$ cat config.mk
export PLATFORM = sky130hd
export DESIGN_NAME = fetch_align_top
export DESIGN_NICKNAME = d
export VERILOG_FILES = /design/src/isa_pkg.sv /design/src/fetch_pkg.sv /design/src/ins_length.sv /design/src/fetch_buffer.sv /design/src/ins_aligner.sv /design/src/fetch_align_top.sv
export SDC_FILE = /design/constraint.sdc
export NUM_CORES = 1
export LEC_CHECK = 0
export BUFFER_PORTS_ARGS = -buffer_cell sky130_fd_sc_hd__buf_4
export CORE_ASPECT_RATIO = 1.1
export CORE_MARGIN = 2
export CORE_UTILIZATION = 35
export CTS_BUF_LIST = sky130_fd_sc_hd__clkbuf_8
export CTS_CLUSTER_DIAMETER = 120
export DETAILED_ROUTE_END_ITERATION = 8
export PLACE_DENSITY_LB_ADDON = 0.12
export SLEW_MARGIN = 0
export SYNTH_ARGS = -nofsm -noshare
export SYNTH_HDL_FRONTEND = slang
export SYNTH_SLANG_ARGS = --single-unit
$ cat constraint.sdc
create_clock -name clk -period 14.4 [get_ports clk]
set_clock_uncertainty 0.2 [all_clocks]
set_input_delay 0.72 -clock clk [delete_from_list [all_inputs] [get_ports clk]]
set_output_delay 0.72 -clock clk [all_outputs]
set_load 0.05 [all_outputs]
$ cat src/isa_pkg.sv
// Instruction set definitions for the variable length front end and its length table
package isa_pkg;

  // ====================
  // Widths and types
  // ====================

  // The longest instruction is eight bytes, which sets the aligner output width
  localparam int INS_BYTES = 8;
  localparam int INS_W     = INS_BYTES * 8;
  localparam int ADDR_W    = 32;
  localparam int LEN_W     = 4;
  localparam int OPCODE_W  = 8;

  typedef logic [OPCODE_W-1:0] opcode_t;

  // Byte 0 of an instruction holds the opcode and sits in bits 7:0
  typedef logic [INS_W-1:0]    ins_t;

  typedef logic [ADDR_W-1:0]   addr_t;

  // Byte count of one instruction, always 2, 4, 6 or 8
  typedef logic [LEN_W-1:0]    len_t;

  // ====================
  // Length classes
  // ====================

  localparam len_t LEN_2 = 4'd2;
  localparam len_t LEN_4 = 4'd4;
  localparam len_t LEN_6 = 4'd6;
  localparam len_t LEN_8 = 4'd8;

  // Any opcode the table does not name is a two byte instruction
  localparam len_t LEN_DEFAULT = LEN_2;

  // ====================
  // Opcode table
  // ====================

  // Named opcodes, one or more per length class
  // Length 2
  localparam opcode_t OP_BRK   = 8'h00;
  // Length 4
  localparam opcode_t OP_ADDI  = 8'h04;
  // Length 6
  localparam opcode_t OP_R2    = 8'h02;
  // Length 6
  localparam opcode_t OP_ADDIL = 8'h44;
  // Length 6
  localparam opcode_t OP_JMP   = 8'h20;
  // Length 4
  localparam opcode_t OP_JEQZ  = 8'h26;
  // Length 6
  localparam opcode_t OP_LDO   = 8'h86;
  // Length 4
  localparam opcode_t OP_LDOX  = 8'hA6;
  // Length 4
  localparam opcode_t OP_ENTER = 8'hE8;
  // Length 2
  localparam opcode_t OP_NOP   = 8'hF1;

  // Immediate extension prefixes come in pairs that differ only in bit 0
  // Each value below is the even member of its pair
  // Length 2
  localparam opcode_t OP_EXI8  = 8'h50;
  // Length 4
  localparam opcode_t OP_EXI24 = 8'h52;
  // Length 6
  localparam opcode_t OP_EXI40 = 8'h54;
  // Length 8
  localparam opcode_t OP_EXI56 = 8'h56;
  // Length 8, this one has no partner
  localparam opcode_t OP_EXIM  = 8'h58;

  // Every opcode with a high nibble of D is a six byte instruction
  // Only the high nibble of this value is significant
  localparam opcode_t OP_ROW_D = 8'hD0;

endpackage

$ cat src/fetch_pkg.sv
// Front end geometry for the byte queue between the fetcher and the aligner
package fetch_pkg;

  // ====================
  // Geometry
  // ====================

  // The fetcher delivers aligned words of this many bytes
  localparam int FETCH_BYTES = 8;

  // Depth of the byte queue, two fetch words
  localparam int QUEUE_BYTES = 16;

  // Fetch hold is raised when the queue keeps more than this many bytes
  // So a whole word always fits whenever hold is low
  localparam int HOLD_LEVEL  = QUEUE_BYTES - FETCH_BYTES;

  // Occupancy has to reach QUEUE_BYTES itself, hence the extra state
  localparam int QCOUNT_W    = $clog2(QUEUE_BYTES + 1);

  typedef logic [QCOUNT_W-1:0]      qcount_t;
  typedef logic [FETCH_BYTES*8-1:0] fword_t;

endpackage

$ cat src/ins_length.sv
// Instruction length decoder that maps the opcode at the queue head to a byte count
module ins_length (
  input  isa_pkg::opcode_t opcode,
  output isa_pkg::len_t    len
);

  import isa_pkg::*;

  // ====================
  // Length lookup
  // ====================

  // Purely combinational, the aligner sees the length in the same cycle
  // that the opcode reaches the head of the queue
  // Pattern items carry a ? in the bits that do not matter, so the
  // extension pairs and the D row each take a single line
  always_comb begin
    casez (opcode)
      // Two byte forms
      OP_BRK:   len = LEN_2;
      OP_NOP:   len = LEN_2;

      // Four byte forms with a short immediate or displacement
      OP_ADDI:  len = LEN_4;
      OP_JEQZ:  len = LEN_4;
      OP_LDOX:  len = LEN_4;
      OP_ENTER: len = LEN_4;

      // Six byte forms
      OP_R2:    len = LEN_6;
      OP_ADDIL: len = LEN_6;
      OP_JMP:   len = LEN_6;
      OP_LDO:   len = LEN_6;

      // Immediate extension prefixes
      // Bit 0 only selects which half of the immediate is extended,
      // so both members of a pair have the same length
      {OP_EXI8[7:1], 1'b?}:  len = LEN_2;
      {OP_EXI24[7:1], 1'b?}: len = LEN_4;
      {OP_EXI40[7:1], 1'b?}: len = LEN_6;
      {OP_EXI56[7:1], 1'b?}: len = LEN_8;

      // The full width extension stands alone
      OP_EXIM:  len = LEN_8;

      // The whole D row is six bytes long
      {OP_ROW_D[7:4], 4'b????}: len = LEN_6;

      // Everything the table leaves out is treated as a short instruction
      // this keeps the queue moving even on undefined opcodes
      default:  len = LEN_DEFAULT;
    endcase
  end

  // Note that none of the items above overlap, so their order does not matter
  // The D row pattern covers sixteen opcodes and no named opcode lives in it
  // The extension pairs 50 to 57 are also free of named opcodes
  // OP_EXIM at 58 sits just above the last pair and is matched exactly
  // An empty queue presents opcode 00, which decodes as two bytes
  // The aligner then waits because the occupancy is below that length

endmodule

$ cat src/fetch_buffer.sv
// Byte queue that takes aligned fetch words and releases a variable number of head bytes
module fetch_buffer (
  input  logic               clk,
  input  logic               rst,
  input  logic               flush,
  input  logic               fetch_valid,
  input  fetch_pkg::fword_t  fetch_word,
  input  logic               consume,
  input  isa_pkg::len_t      consume_len,
  output isa_pkg::ins_t      head_bytes,
  output fetch_pkg::qcount_t count,
  output logic               fetch_hold
);

  import isa_pkg::*;
  import fetch_pkg::*;

  // Queue storage as one flat vector, byte 0 is the head
  localparam int QW = QUEUE_BYTES * 8;
  localparam int FW = FETCH_BYTES * 8;

  logic [QW-1:0] q_data;
  logic [QW-1:0] q_shift;
  logic [QW-1:0] wr_data;
  logic [QW-1:0] wr_mask;
  logic [QW-1:0] q_data_nxt;
  qcount_t       rem_len;
  qcount_t       keep_cnt;
  qcount_t       count_nxt;
  logic          take;

  // ====================
  // Write and remove
  // ====================

  // A word is taken only while hold is low and no redirect is under way
  assign take = fetch_valid & ~fetch_hold & ~flush;

  // Bytes leaving the head at this edge
  assign rem_len  = consume ? qcount_t'(consume_len) : '0;
  assign keep_cnt = count - rem_len;

  // The remaining bytes slide toward the head and the new word lands right
  // behind them, hold guarantees that keep_cnt is at most HOLD_LEVEL here
  always_comb begin
    q_shift = q_data >> {rem_len, 3'b000};
    wr_data = {{(QW-FW){1'b0}}, fetch_word} << {keep_cnt, 3'b000};
    wr_mask = {{(QW-FW){1'b0}}, {FW{1'b1}}} << {keep_cnt, 3'b000};
    if (take) begin
      q_data_nxt = (q_shift & ~wr_mask) | (wr_data & wr_mask);
    end else begin
      q_data_nxt = q_shift;
    end
  end

  assign count_nxt = keep_cnt + (take ? qcount_t'(FETCH_BYTES) : '0);

  // ====================
  // State
  // ====================

  // Hold looks at the occupancy after this edge, so it is valid for the next one
  always_ff @(posedge clk) begin
    if (rst) begin
      count      <= '0;
      fetch_hold <= 1'b0;
    end else if (flush) begin
      count      <= '0;
      fetch_hold <= 1'b0;
    end else begin
      count      <= count_nxt;
      fetch_hold <= (count_nxt > qcount_t'(HOLD_LEVEL));
    end
  end

  // Stale bytes past the occupancy are never shown, see the head mask below
  always_ff @(posedge clk) begin
    q_data <= q_data_nxt;
  end

  // Head window for the length decoder and the aligner
  // Bytes past the occupancy read as zero
  always_comb begin
    for (int b = 0; b < INS_BYTES; b++) begin
      head_bytes[b*8 +: 8] = (b < count) ? q_data[b*8 +: 8] : 8'h00;
    end
  end

endmodule

$ cat src/ins_aligner.sv
// Instruction aligner that emits the complete head instruction with its length and PC
module ins_aligner (
  input  logic               clk,
  input  logic               rst,
  input  logic               flush,
  input  isa_pkg::addr_t     flush_pc,
  input  isa_pkg::ins_t      head_bytes,
  input  fetch_pkg::qcount_t count,
  input  isa_pkg::len_t      len,
  output logic               consume,
  output isa_pkg::len_t      consume_len,
  output logic               ins_valid,
  output isa_pkg::ins_t      ins,
  output isa_pkg::len_t      ins_len,
  output isa_pkg::addr_t     ins_pc
);

  import isa_pkg::*;
  import fetch_pkg::*;

  // Address of the instruction at the queue head
  addr_t pc;
  ins_t  ins_masked;
  logic  fire;

  // ====================
  // Issue decision
  // ====================

  // The head instruction is complete once the queue holds all of its bytes
  // A redirect in the same cycle wins and nothing is issued
  assign fire = (count >= qcount_t'(len)) && !flush;

  // The queue drops the instruction at the same edge that it is registered
  assign consume     = fire;
  assign consume_len = len;

  // Bytes at or beyond the length belong to the next instruction
  always_comb begin
    for (int b = 0; b < INS_BYTES; b++) begin
      ins_masked[b*8 +: 8] = (b < len) ? head_bytes[b*8 +: 8] : 8'h00;
    end
  end

  // ====================
  // Control state
  // ====================

  // One pulse per instruction, and the PC tracks the queue head
  always_ff @(posedge clk) begin
    if (rst) begin
      ins_valid <= 1'b0;
      pc        <= '0;
    end else if (flush) begin
      ins_valid <= 1'b0;
      pc        <= flush_pc;
    end else begin
      ins_valid <= fire;
      if (fire) begin
        pc <= pc + addr_t'(len);
      end
    end
  end

  // Output register, held between pulses
  always_ff @(posedge clk) begin
    if (fire) begin
      ins     <= ins_masked;
      ins_len <= len;
      ins_pc  <= pc;
    end
  end

endmodule

$ cat src/fetch_align_top.sv
// Alignment stage top level joining the byte queue, length decoder and aligner
module fetch_align_top (
  input  logic              clk,
  input  logic              rst,
  input  logic              fetch_valid,
  input  fetch_pkg::fword_t fetch_word,
  output logic              fetch_hold,
  input  logic              flush,
  input  isa_pkg::addr_t    flush_pc,
  output logic              ins_valid,
  output isa_pkg::ins_t     ins,
  output isa_pkg::len_t     ins_len,
  output isa_pkg::addr_t    ins_pc
);

  import isa_pkg::*;
  import fetch_pkg::*;

  // Head window and occupancy seen by the aligner
  ins_t    head_bytes;
  qcount_t count;
  // Length of the head instruction
  len_t    len;
  // Removal request back to the queue
  logic    consume;
  len_t    consume_len;

  // ====================
  // Instances
  // ====================

  fetch_buffer u_fetch_buffer (
    .clk         (clk),
    .rst         (rst),
    .flush       (flush),
    .fetch_valid (fetch_valid),
    .fetch_word  (fetch_word),
    .consume     (consume),
    .consume_len (consume_len),
    .head_bytes  (head_bytes),
    .count       (count),
    .fetch_hold  (fetch_hold)
  );

  // The opcode is always the first byte at the head
  ins_length u_ins_length (
    .opcode (head_bytes[7:0]),
    .len    (len)
  );

  ins_aligner u_ins_aligner (
    .clk         (clk),
    .rst         (rst),
    .flush       (flush),
    .flush_pc    (flush_pc),
    .head_bytes  (head_bytes),
    .count       (count),
    .len         (len),
    .consume     (consume),
    .consume_len (consume_len),
    .ins_valid   (ins_valid),
    .ins         (ins),
    .ins_len     (ins_len),
    .ins_pc      (ins_pc)
  );

endmodule

After elaboration in Yosys (flattened, before gate mapping)
Index checks and enable logic that the tools add are counted.
{"block": "word_totals", "inputBits": 100, "wordCells": 81, "ff_bits": 267}
{"block": "op_classes", "bitwise": 8, "n_shift": 3, "n_addsub": 3, "muxes": 7, "n_reduce_logical": 14, "magnitude_cmp": 18, "n_eq_ne": 13}
{"cell": "$and A128 B128 Y128", "count": 2}
{"cell": "$mux W128", "count": 1}
{"cell": "$not A128 Y128", "count": 1}
{"cell": "$or A128 B128 Y128", "count": 1}
{"cell": "$shl A64 B8 Y128", "count": 1}
{"cell": "$shl A64 B8 Y128 const A", "count": 1}
{"cell": "$shr A128 B8 Y128", "count": 1}
{"cell": "$mux W32", "count": 2}
{"cell": "$add A32 B4 Y32", "count": 1}
{"cell": "$eq A8 B8 Y1 const B", "count": 3}
{"cell": "$eq A7 B6 Y1 const B", "count": 3}
{"cell": "$lt A3 B5 Y1 const A", "count": 4}
{"cell": "$eq A8 B6 Y1 const B", "count": 2}
{"cell": "$eq A8 B7 Y1 const B", "count": 2}
{"cell": "$lt A3 B4 Y1 const A", "count": 4}
{"cell": "$reduce_and A2 Y1", "count": 7}
{"cell": "$pmux W4 S3", "count": 1}
{"cell": "$lt A1 B5 Y1 const A", "count": 2}
{"cell": "$lt A2 B5 Y1 const A", "count": 2}
{"cell": "$eq A8 B2 Y1 const B", "count": 1}
{"cell": "$eq A8 B3 Y1 const B", "count": 1}
{"cell": "$lt A1 B4 Y1 const A", "count": 2}
{"cell": "$lt A2 B4 Y1 const A", "count": 2}
{"cell": "$mux W4", "count": 2}
{"cell": "14 further kinds", "count": 17}

Logic depth before layout (Yosys ltp)
Gate-level depths: netlist of the first run.
{"block": "logic_depth", "depth_word": 14, "ltp_mapped": 26}

Modules after synthesis
A second synthesis of the first run with hierarchy kept.
{"block": "unflattened", "hier_cells": 2152, "hier_area_um2": 19065.8}
{"mod": "fetch_buffer", "area_per_inst_um2": 13112.6, "cells_per_inst": 1658, "n_inst": 1}
{"mod": "ins_aligner", "area_per_inst_um2": 5754.3, "cells_per_inst": 462, "n_inst": 1}
{"mod": "ins_length", "area_per_inst_um2": 198.9, "cells_per_inst": 32, "n_inst": 1}

Least setup slack after synthesis of the first run
No wires, ideal clock.
{"block": "synth_path", "path_kind": "register -> register", "from": "register u_fetch_buffer.q_data[2]", "to": "register u_fetch_buffer.q_data[17]", "period_less_slack_ps": 7111, "path_stages_with_launch": 18, "setup_time_ps": 90, "setup_slack_ps": 7289, "n_path_buf": 6, "t_arrival_ps": 6821, "cell_sequence": "dfxtp_1 -> buf_2 -> or4b_1 -> a211o_1 -> buf_6 -> inv_4 -> clkbuf_1 -> buf_1 -> nor2_1 -> ha_1 -> nor2b_1 -> o21ai_1 -> nand2_1 -> clkinv_1 -> clkbuf_1 -> clkbuf_1 -> o211ai_1 -> a22oi_1"}
{"block": "synth_between", "elab_chain_cells": 13, "elab_cells_between_ends": 29, "classes_between": "add/sub (1); order compare (1); eq/ne (12); shift (3); mux (4); bitwise (4); reduce/logical (4)"}
{"element": "start: declaration", "line_no": "fetch_buffer.sv:22", "source": "logic [QW-1:0] q_data;"}
{"element": "start signal: assignment", "line_no": "fetch_buffer.sv:78", "source": "q_data <= q_data_nxt;"}
{"element": "$mux W8 (*)", "line_no": "fetch_buffer.sv:85", "source": "head_bytes[b*8 +: 8] = (b < count) ? q_data[b*8 +: 8] : 8'h00;"}
{"element": "$eq A8 B2 Y1 (tied with other cells)", "line_no": "ins_length.sv:18", "source": "casez (opcode)"}
{"element": "$reduce_or A6 Y1 (no source line) (tied with other cells)"}
{"element": "$pmux W4 S3 (*)", "line_no": "ins_length.sv:18"}
{"element": "via consume_len[3]", "line_no": "fetch_align_top.sv:26", "source": "len_t consume_len;"}
{"element": "$ge A5 B4 Y1 (*)", "line_no": "ins_aligner.sv:32", "source": "assign fire = (count >= qcount_t'(len)) && !flush;"}
{"element": "$logic_and A1 B1 Y1 (*)", "line_no": "ins_aligner.sv:32"}
{"element": "via consume", "line_no": "fetch_align_top.sv:25", "source": "logic consume;"}
{"element": "$mux W4 (*)", "line_no": "fetch_buffer.sv:40", "source": "assign rem_len = consume ? qcount_t'(consume_len) : '0;"}
{"element": "$sub A5 B5 Y5", "line_no": "fetch_buffer.sv:41", "source": "assign keep_cnt = count - rem_len;"}
{"element": "$shl A64 B8 Y128", "line_no": "fetch_buffer.sv:48", "source": "wr_mask = {{(QW-FW){1'b0}}, {FW{1'b1}}} << {keep_cnt, 3'b000};"}
{"element": "$not A128 Y128", "line_no": "fetch_buffer.sv:50", "source": "q_data_nxt = (q_shift & ~wr_mask) | (wr_data & wr_mask);"}
{"element": "$and A128 B128 Y128", "line_no": "fetch_buffer.sv:50"}
{"element": "$or A128 B128 Y128", "line_no": "fetch_buffer.sv:50"}
{"element": "$mux W128 (*)", "line_no": "fetch_buffer.sv:49", "source": "if (take) begin"}
{"element": "via u_fetch_buffer.q_data_nxt[17]", "line_no": "fetch_buffer.sv:26", "source": "logic [QW-1:0] q_data_nxt;"}
Mark *: on every way through the listed nets, which the timed path passes. The rest lies on a longest branch.
A chain may end at the register's enable or synchronous reset.

Final worst setup path of the first run
{"block": "layout_path", "from": "register u_fetch_buffer.q_data[2]", "to": "register u_fetch_buffer.q_data[94]"}
{"block": "layout_between", "elab_chain_cells": 13, "elab_cells_between_ends": 29, "classes_between": "add/sub (1); order compare (1); eq/ne (12); shift (3); mux (4); bitwise (4); reduce/logical (4)"}
{"element": "$mux W8 (*)", "line_no": "fetch_buffer.sv:85"}
{"element": "$eq A8 B2 Y1 (tied with other cells)", "line_no": "ins_length.sv:18"}
{"element": "$reduce_or A6 Y1 (no source line) (tied with other cells)"}
{"element": "$pmux W4 S3 (*)", "line_no": "ins_length.sv:18"}
{"element": "via consume_len[1]", "line_no": "fetch_align_top.sv:26"}
{"element": "$ge A5 B4 Y1", "line_no": "ins_aligner.sv:32"}
{"element": "$logic_and A1 B1 Y1", "line_no": "ins_aligner.sv:32"}
{"element": "$mux W4 (*)", "line_no": "fetch_buffer.sv:40"}
{"element": "$sub A5 B5 Y5", "line_no": "fetch_buffer.sv:41"}
{"element": "$shl A64 B8 Y128", "line_no": "fetch_buffer.sv:48"}
{"element": "$not A128 Y128", "line_no": "fetch_buffer.sv:50"}
{"element": "$and A128 B128 Y128", "line_no": "fetch_buffer.sv:50"}
{"element": "$or A128 B128 Y128", "line_no": "fetch_buffer.sv:50"}
{"element": "$mux W128 (*)", "line_no": "fetch_buffer.sv:49"}
{"element": "via u_fetch_buffer.q_data_nxt[94]", "line_no": "fetch_buffer.sv:26"}
Marked as above.

==> results_dict.tcl, run 1 <==
set metrics [dict create \
    status "finished clean" \
    syn-instance-count 1722 \
    clock_power_share_pct 15.7 \
    grt_pass1_vias 14300 \
    cp_max_fo 46 \
    drt-initial-drc-count 1904 \
    cp.required_ps 14700 \
    vias 15200 \
    tightest_slew_ps 1320 \
    clk_path_buf_depth 3 \
    powerDensity_nw_per_um2 259 \
    grt.total_usage_pct 27.3 \
    endpoint "u_fetch_buffer.q_data[94]" \
    path_clk_slew_ps 60 \
    n_antenna_cell 0 \
    synth.avg_cell_area_sq_um 8.99 \
    syn_nets 1834 \
    ios 202 \
    ir_drop_mv 0.173 \
    place_congestion 0.885 \
    cts_hold_buf 0 \
    synth_edf_count 99 \
    cts_tree "built" \
    nNetsFinal 1964 \
    yosys.area.top_type_share_pct 21.5 \
    drt_drc_violations_left 0 \
    yosysTopAreaCell "dfxtp_1" \
    rows 80 \
    power_switching_mw 2.40 \
    startpoint "u_fetch_buffer.q_data[2]" \
    ys_ff_latch 265 \
    setup_tns_ps 0 \
    die_area_sq_um 46000 \
    r2r-end "u_fetch_buffer.q_data[94]" \
    place_hpwl_microns 44100 \
    area_growth_pct 18.4 \
    die_w_microns 205 \
    crit_type "flip-flop to flip-flop" \
    rsz0062_at_grt "no" \
    grt_max_degree 91 \
    drive_gt1_share_pct 19.8 \
    cap_viol_max_count 0 \
    fmax_mhz 105 \
    postSynth.asyncResetShare_pct 0 \
    grt_pass1_wl_microns 95000 \
    antenna_found_initial 0 \
    max_slew_margin_pct 11.8 \
    sw_frac_of_total_pct 50.5 \
    hp-class "primary input to flip-flop" \
    maxSlewViolCount 0 \
    initial_core_util_pct 35.6 \
    dp.cells 2375 \
    critPathArrivalTime_ps 9780 \
    clock-sinks 265 \
    min_period_ps 9490 \
    ctsResizeCount 0 \
    drt_wl_total_microns 64200 \
    internal-power_mw 2.36 \
    hold_viol 0 \
    ant_nets 0 \
    syn_area_sq_um 15500 \
    pwr-share-comb_pct 55.1 \
    core_area_sq_um 43500 \
    post_cts_buffers 0 \
    netlist-cell-type-count 86 \
    final_core_util_pct 42.1 \
    yosysWarnings 0 \
    r2r_setup_slack_ps 4910 \
    critPathLaunchType "flip-flop" \
    pwr-share-seq_pct 29.2 \
    synth_most_common_cell "nand2_1" \
    gr-total-overflow 0 \
    cts-buffers-inserted 49 \
    cts-root-buf "clkbuf_8" \
    synth_flop_cell "dfxtp_1" \
    htreeDepth 2 \
    end_kind "flip-flop" \
    final_cells 2466 \
    min_period_over_period_pct 65.9 \
    hold_depth 3 \
    r2r_cells 16 \
    leakage_nw 6.95 \
    fp.dieH_microns 225 \
    insertion_delay_ps 620 \
    reg2reg_from "u_fetch_buffer.q_data[2]" \
    synth_area_leaders "dfxtp_1 21%, edfxtp_1 19%, nand2_1 6.3%" \
    io_buffers 200 \
    wl_per_cell_microns 26.0 \
    drtPass1Iterations 8 \
    synth_seq_area_share_pct 40.7 \
    via_per_inst 6.15 \
    yosys-top-cells-count "260 x nand2_1, 166 x dfxtp_1, 112 x o21ai_0" \
    finalSetupViolations 0 \
]
-- power by group through the flow --
| stage | Clock, mW | Sequential, mW | Combinational, mW |
|---|---|---|---|
| global route | 0.794 | 1.41 | 2.79 |
| global placement | 0 | 1.39 | 2.56 |
| CTS | 0.762 | 1.37 | 2.59 |
| finish | 0.749 | 1.39 | 2.62 |
| detailed placement | 0 | 1.39 | 2.58 |
| floorplan | 0 | 1.59 | 1.52 |
-- stage by stage --
stage          setup WS, ps  power (mW)  cell area [sq um]  hold WS (ps)
2_1_floorplan          7290        3.11              15500           208
3_3_place_gp           5380        3.95              17300           212
3_5_place_dp           5200        3.97              17300           223
4_1_cts                5160        4.72              18300           111
5_1_grt                4560        4.99              18300           149
6_report               4910        4.76              18300           153
-- final cells by class --
class                           count  area, sq um
Fill cell                        4351        25200
Inverter                           34          135
Sequential cell                   265         6300
Timing Repair Buffer              231         1730
Multi-Input combinational cell   1271         8460
Clock inverter                     35          214
Tap cell                          574          718
Clock buffer                       56          771
-- worst max-delay path, stage by stage, from the launching register on --
cell and delay, ps:
dfxtp_1 480, or4b_1 510, o32a_1 530, o22ai_4 760, buf_4 610, nor2_1 180, ha_1 330, nor2b_1 60
o21a_1 460, nor3_4 820, clkinv_1 960, ha_1 650, xor2_2 160, buf_4 240, inv_1 640, nand3_1 1140
o221ai_1 580
-- kinds of logic after synthesis --
kind of cell	share of synthesized area, %
AO/OA/AOI/OAI	26.6
multiplexers	6.74
buffers and inverters	5.13
AND/OR/NAND/NOR	18.0
XOR/XNOR	1.87
flip-flops	40.7
other	0.0242
adder cells (fa/ha/maj)	1.07
-- state kept, by name, summed over array words and instances (netlist names) --
| register | cells |
|---|---|
| u_fetch_buffer.q_data | 128 |
| u_fetch_buffer.fetch_hold | 1 |
| u_ins_aligner.ins_pc | 32 |
| u_ins_aligner.ins_len | 3 |
| u_fetch_buffer.count | 4 |
| u_ins_aligner.pc | 32 |
| u_ins_aligner.ins_valid | 1 |
| u_ins_aligner.ins | 64 |
-- layer usage --
metal | vias to the layer above | track usage [%] | wire length, microns
met1 | 7323 | 39.8 | 28400
met4 | 0 | 7.81 | 1690
met3 | 117 | 5.90 | 6720
met2 | 910 | 40.2 | 27400
li1 | 6822 | - | -
met5 | - | 0 | 0
-- layout by cell type, fill, tap and decap left out, types with 13 or more instances in the layout --
master and n:
buf_4 231, nor3_1 14, mux2i_1 48, nand2_1 260, edfxtp_1 99, mux2_2 22, a222oi_1 16, xnor2_1 16
a21boi_0 13, a22oi_1 26, a221o_1 14, o32ai_1 24, nor2_1 58, and2_1 70, a21oi_1 81, a21o_1 15
a2bb2oi_1 14, clkbuf_8 56, mux4_2 14, o221ai_1 41, o21ai_0 111, a221oi_1 18, nand3_1 43, and3_1 17
a31oi_1 41, inv_1 43, nand2b_1 17, and4_1 19, xor2_1 16, a211oi_1 33, o2bb2ai_1 15, dfxtp_1 166
o22ai_1 38, nand4_1 19
-- worst min path at each step --
stage	start	endpoint	slack [ps]
after floorplan	u_ins_aligner.pc[0]	u_ins_aligner.ins_pc[0]	210
after global placement	u_ins_aligner.pc[0]	u_ins_aligner.ins_pc[0]	210
after detailed placement	u_ins_aligner.pc[0]	u_ins_aligner.ins_pc[0]	220
after CTS	flush_pc[9]	u_ins_aligner.pc[9]	110
after global routing	flush_pc[19]	u_ins_aligner.pc[19]	150
final	flush_pc[9]	u_ins_aligner.pc[9]	150
(Power assumes the default switching activity.)
==> run 2, diff against run 1 <==
- clock period: 14.4 -> 9 ns (I/O delays scaled with it)
==> run 2 against run 1 <==
- final cell count up 2.1%
- critical endpoint is now u_fetch_buffer.q_data[86]
- via count grew 0.47%
- global-route usage shrank 0.11 points
- worst hold slack got worse by 120 ps
- largest cell class unchanged
- sequential share of layout area down 0.87 points
- clock power increased by 51%
==> results_dict.tcl, run 2 (synthesis results as in run 1) <==
set metrics [dict create \
    fp.dieH_microns 225 \
    cp_cell_sequence "nor4_4, a211o_2, buf_4, ha_1, a211oi_1, o21ai_2, nand2_1, inv_6, o21ai_2, inv_1, fa_1, buf_4, inv_2, nor2_1, nor2b_1, o21ai_2, o221ai_1" \
    maxSlewViolCount 0 \
    vias 15200 \
    min_period_over_period_pct 77.0 \
    drt-initial-drc-count 1745 \
    die_area_sq_um 46000 \
    clock-sinks 265 \
    insertion_delay_ps 600 \
    io_buffers 200 \
    clock_power_share_pct 14.9 \
    end_kind "flip-flop" \
    met2_length_microns 27500 \
    max_slew_margin_pct 12.6 \
    rsz0062_at_grt "no" \
    critPathBufInv 5 \
    min_period_ps 6930 \
    grt_pass1_wl_microns 94800 \
    crit_type "flip-flop to flip-flop" \
    highest_layer "met4" \
    initial_core_util_pct 35.6 \
    n_antenna_cell 0 \
    ir_drop_mv 0.188 \
    drtPass1Iterations 6 \
    post-route-worst-setup-slack_ps 2070 \
    status "finished clean" \
    ant_nets 0 \
    nNetsFinal 2019 \
    die_w_microns 205 \
    cap_viol_max_count 0 \
    largest-register "u_fetch_buffer.q_data" \
    clk_path_buf_depth 3 \
    final_common_cell "nand2_1" \
    cp_max_fo 72 \
    ios 202 \
    grt.total_usage_pct 27.2 \
    htreeDepth 2 \
    wl_met1_microns 28400 \
    critPathArrivalTime_ps 7170 \
    setup_tns_ps 0 \
    antenna_found_initial 1 \
    cts_tree "built" \
    area_growth_pct 21.4 \
    cts-root-buf "clkbuf_8" \
    hp-class "primary input to flip-flop" \
    reg.largest.list "u_fetch_buffer.q_data: 128 flops, u_ins_aligner.ins: 64 flops" \
    crit_family "buffers and inverters" \
    gr-total-overflow 0 \
    power_switching_mw 3.81 \
    sw_frac_of_total_pct 50.3 \
    drt_wl_total_microns 63600 \
    critPathLaunchType "flip-flop" \
    place_congestion 0.912 \
    ctsResizeCount 0 \
    pwr-share-comb_pct 55.8 \
    final_cell_mix "260 x nand2_1, 242 x buf_4, 166 x dfxtp_1" \
    drt_drc_violations_left 0 \
    cp_common_cell "o21ai_2" \
    via_per_inst 6.06 \
    whs_ps 28.0 \
    pre_cts_ws_ps 2120 \
    wl_met3_microns 6140 \
    largest_reg_flops 128 \
    cts-buffers-inserted 48 \
    leakage_nw 7.16 \
    finalSetupViolations 0 \
    total_power_mw 7.57 \
    cpPeakStageDelay_ps 650 \
    grt_max_degree 74 \
    hold_viol 0 \
    cpMaxStageDelayCell "buf_4" \
    powerDensity_nw_per_um2 403 \
    grt_pass1_vias 14500 \
    cp.required_ps 9240 \
    pwr-share-seq_pct 29.3 \
    path_clk_slew_ps 60 \
    core_area_sq_um 43500 \
    drive_gt1_share_pct 19.7 \
    wl_per_cell_microns 25.3 \
    tightest_slew_ps 1310 \
    rows 80 \
    internal-power_mw 3.77 \
    final_core_util_pct 43.2 \
    place_hpwl_microns 44300 \
    fmax_mhz 144 \
]
## run 2: cell count changes in the layout (fill, tap and decap cells not counted), sizes merged
| cell | previous run | this run |
|---|---|---|
| dlygate4sd3 | 0 | 45 |
| inv | 49 | 45 |
| bufinv | 2 | 1 |
| buf | 231 | 242 |
## run 2: final cells by class
class                           count  area, sq um
Fill cell                        4310        24700
Multi-Input combinational cell   1271         8460
Sequential cell                   265         6300
Timing Repair Buffer              287         2270
Clock buffer                       56          771
Tap cell                          574          718
Clock inverter                     30          160
Inverter                           34          135
## run 2: timing repair
item | 4_1_cts | 5_1_grt
hold buffers | 45 | 0
setup endpoints to repair | 0 | 0
buffers inserted | 0 | 0
endpoints found under the hold margin | 53 | 0
## run 2: power by group through the flow
stage / registers (mW) / logic [mW] / clock network, mW
after floorplan: 2.55 / 2.42 / 0
after detailed placement: 2.21 / 4.13 / 0
after global routing: 2.25 / 4.51 / 1.21
after global placement: 2.21 / 4.11 / 0
after CTS: 2.19 / 4.17 / 1.16
final: 2.22 / 4.22 / 1.13
## run 2: path summary, 6_finish.rpt
| kind | start | cells past startpoint | slack [ps] | to |
|---|---|---|---|---|
| setup reg to reg | u_fetch_buffer.count[4] | 17 | 2070 | u_fetch_buffer.q_data[86] |
| hold / removal | fetch_word[57] | 3 | 30 | u_fetch_buffer.q_data[73] |
| hold reg to reg | u_ins_aligner.pc[0] | 0 | 240 | u_ins_aligner.ins_pc[0] |
| setup / recovery | u_fetch_buffer.count[4] | 17 | 2070 | u_fetch_buffer.q_data[86] |
## run 2: metrics by stage
stage | cells | instance area (sq um)
floorplan | 1722 | 15500
global placement | 2386 | 17400
detailed placement | 2386 | 17400
CTS | 2517 | 18800
global route | 2517 | 18800
finish | 2517 | 18800
## run 2: worst min-delay path, delay by kind of cell
kind,cells,cell delay [ps]
AOI/OAI and AO/OA,2,220
buffers and inverters,1,110
## run 2: layer usage
metal | global-route usage [%] | up-vias
met5 | 0 | -
met4 | 7.36 | 0
met3 | 6.43 | 108
met2 | 40.7 | 835
met1 | 39.0 | 7360
li1 | - | 6941
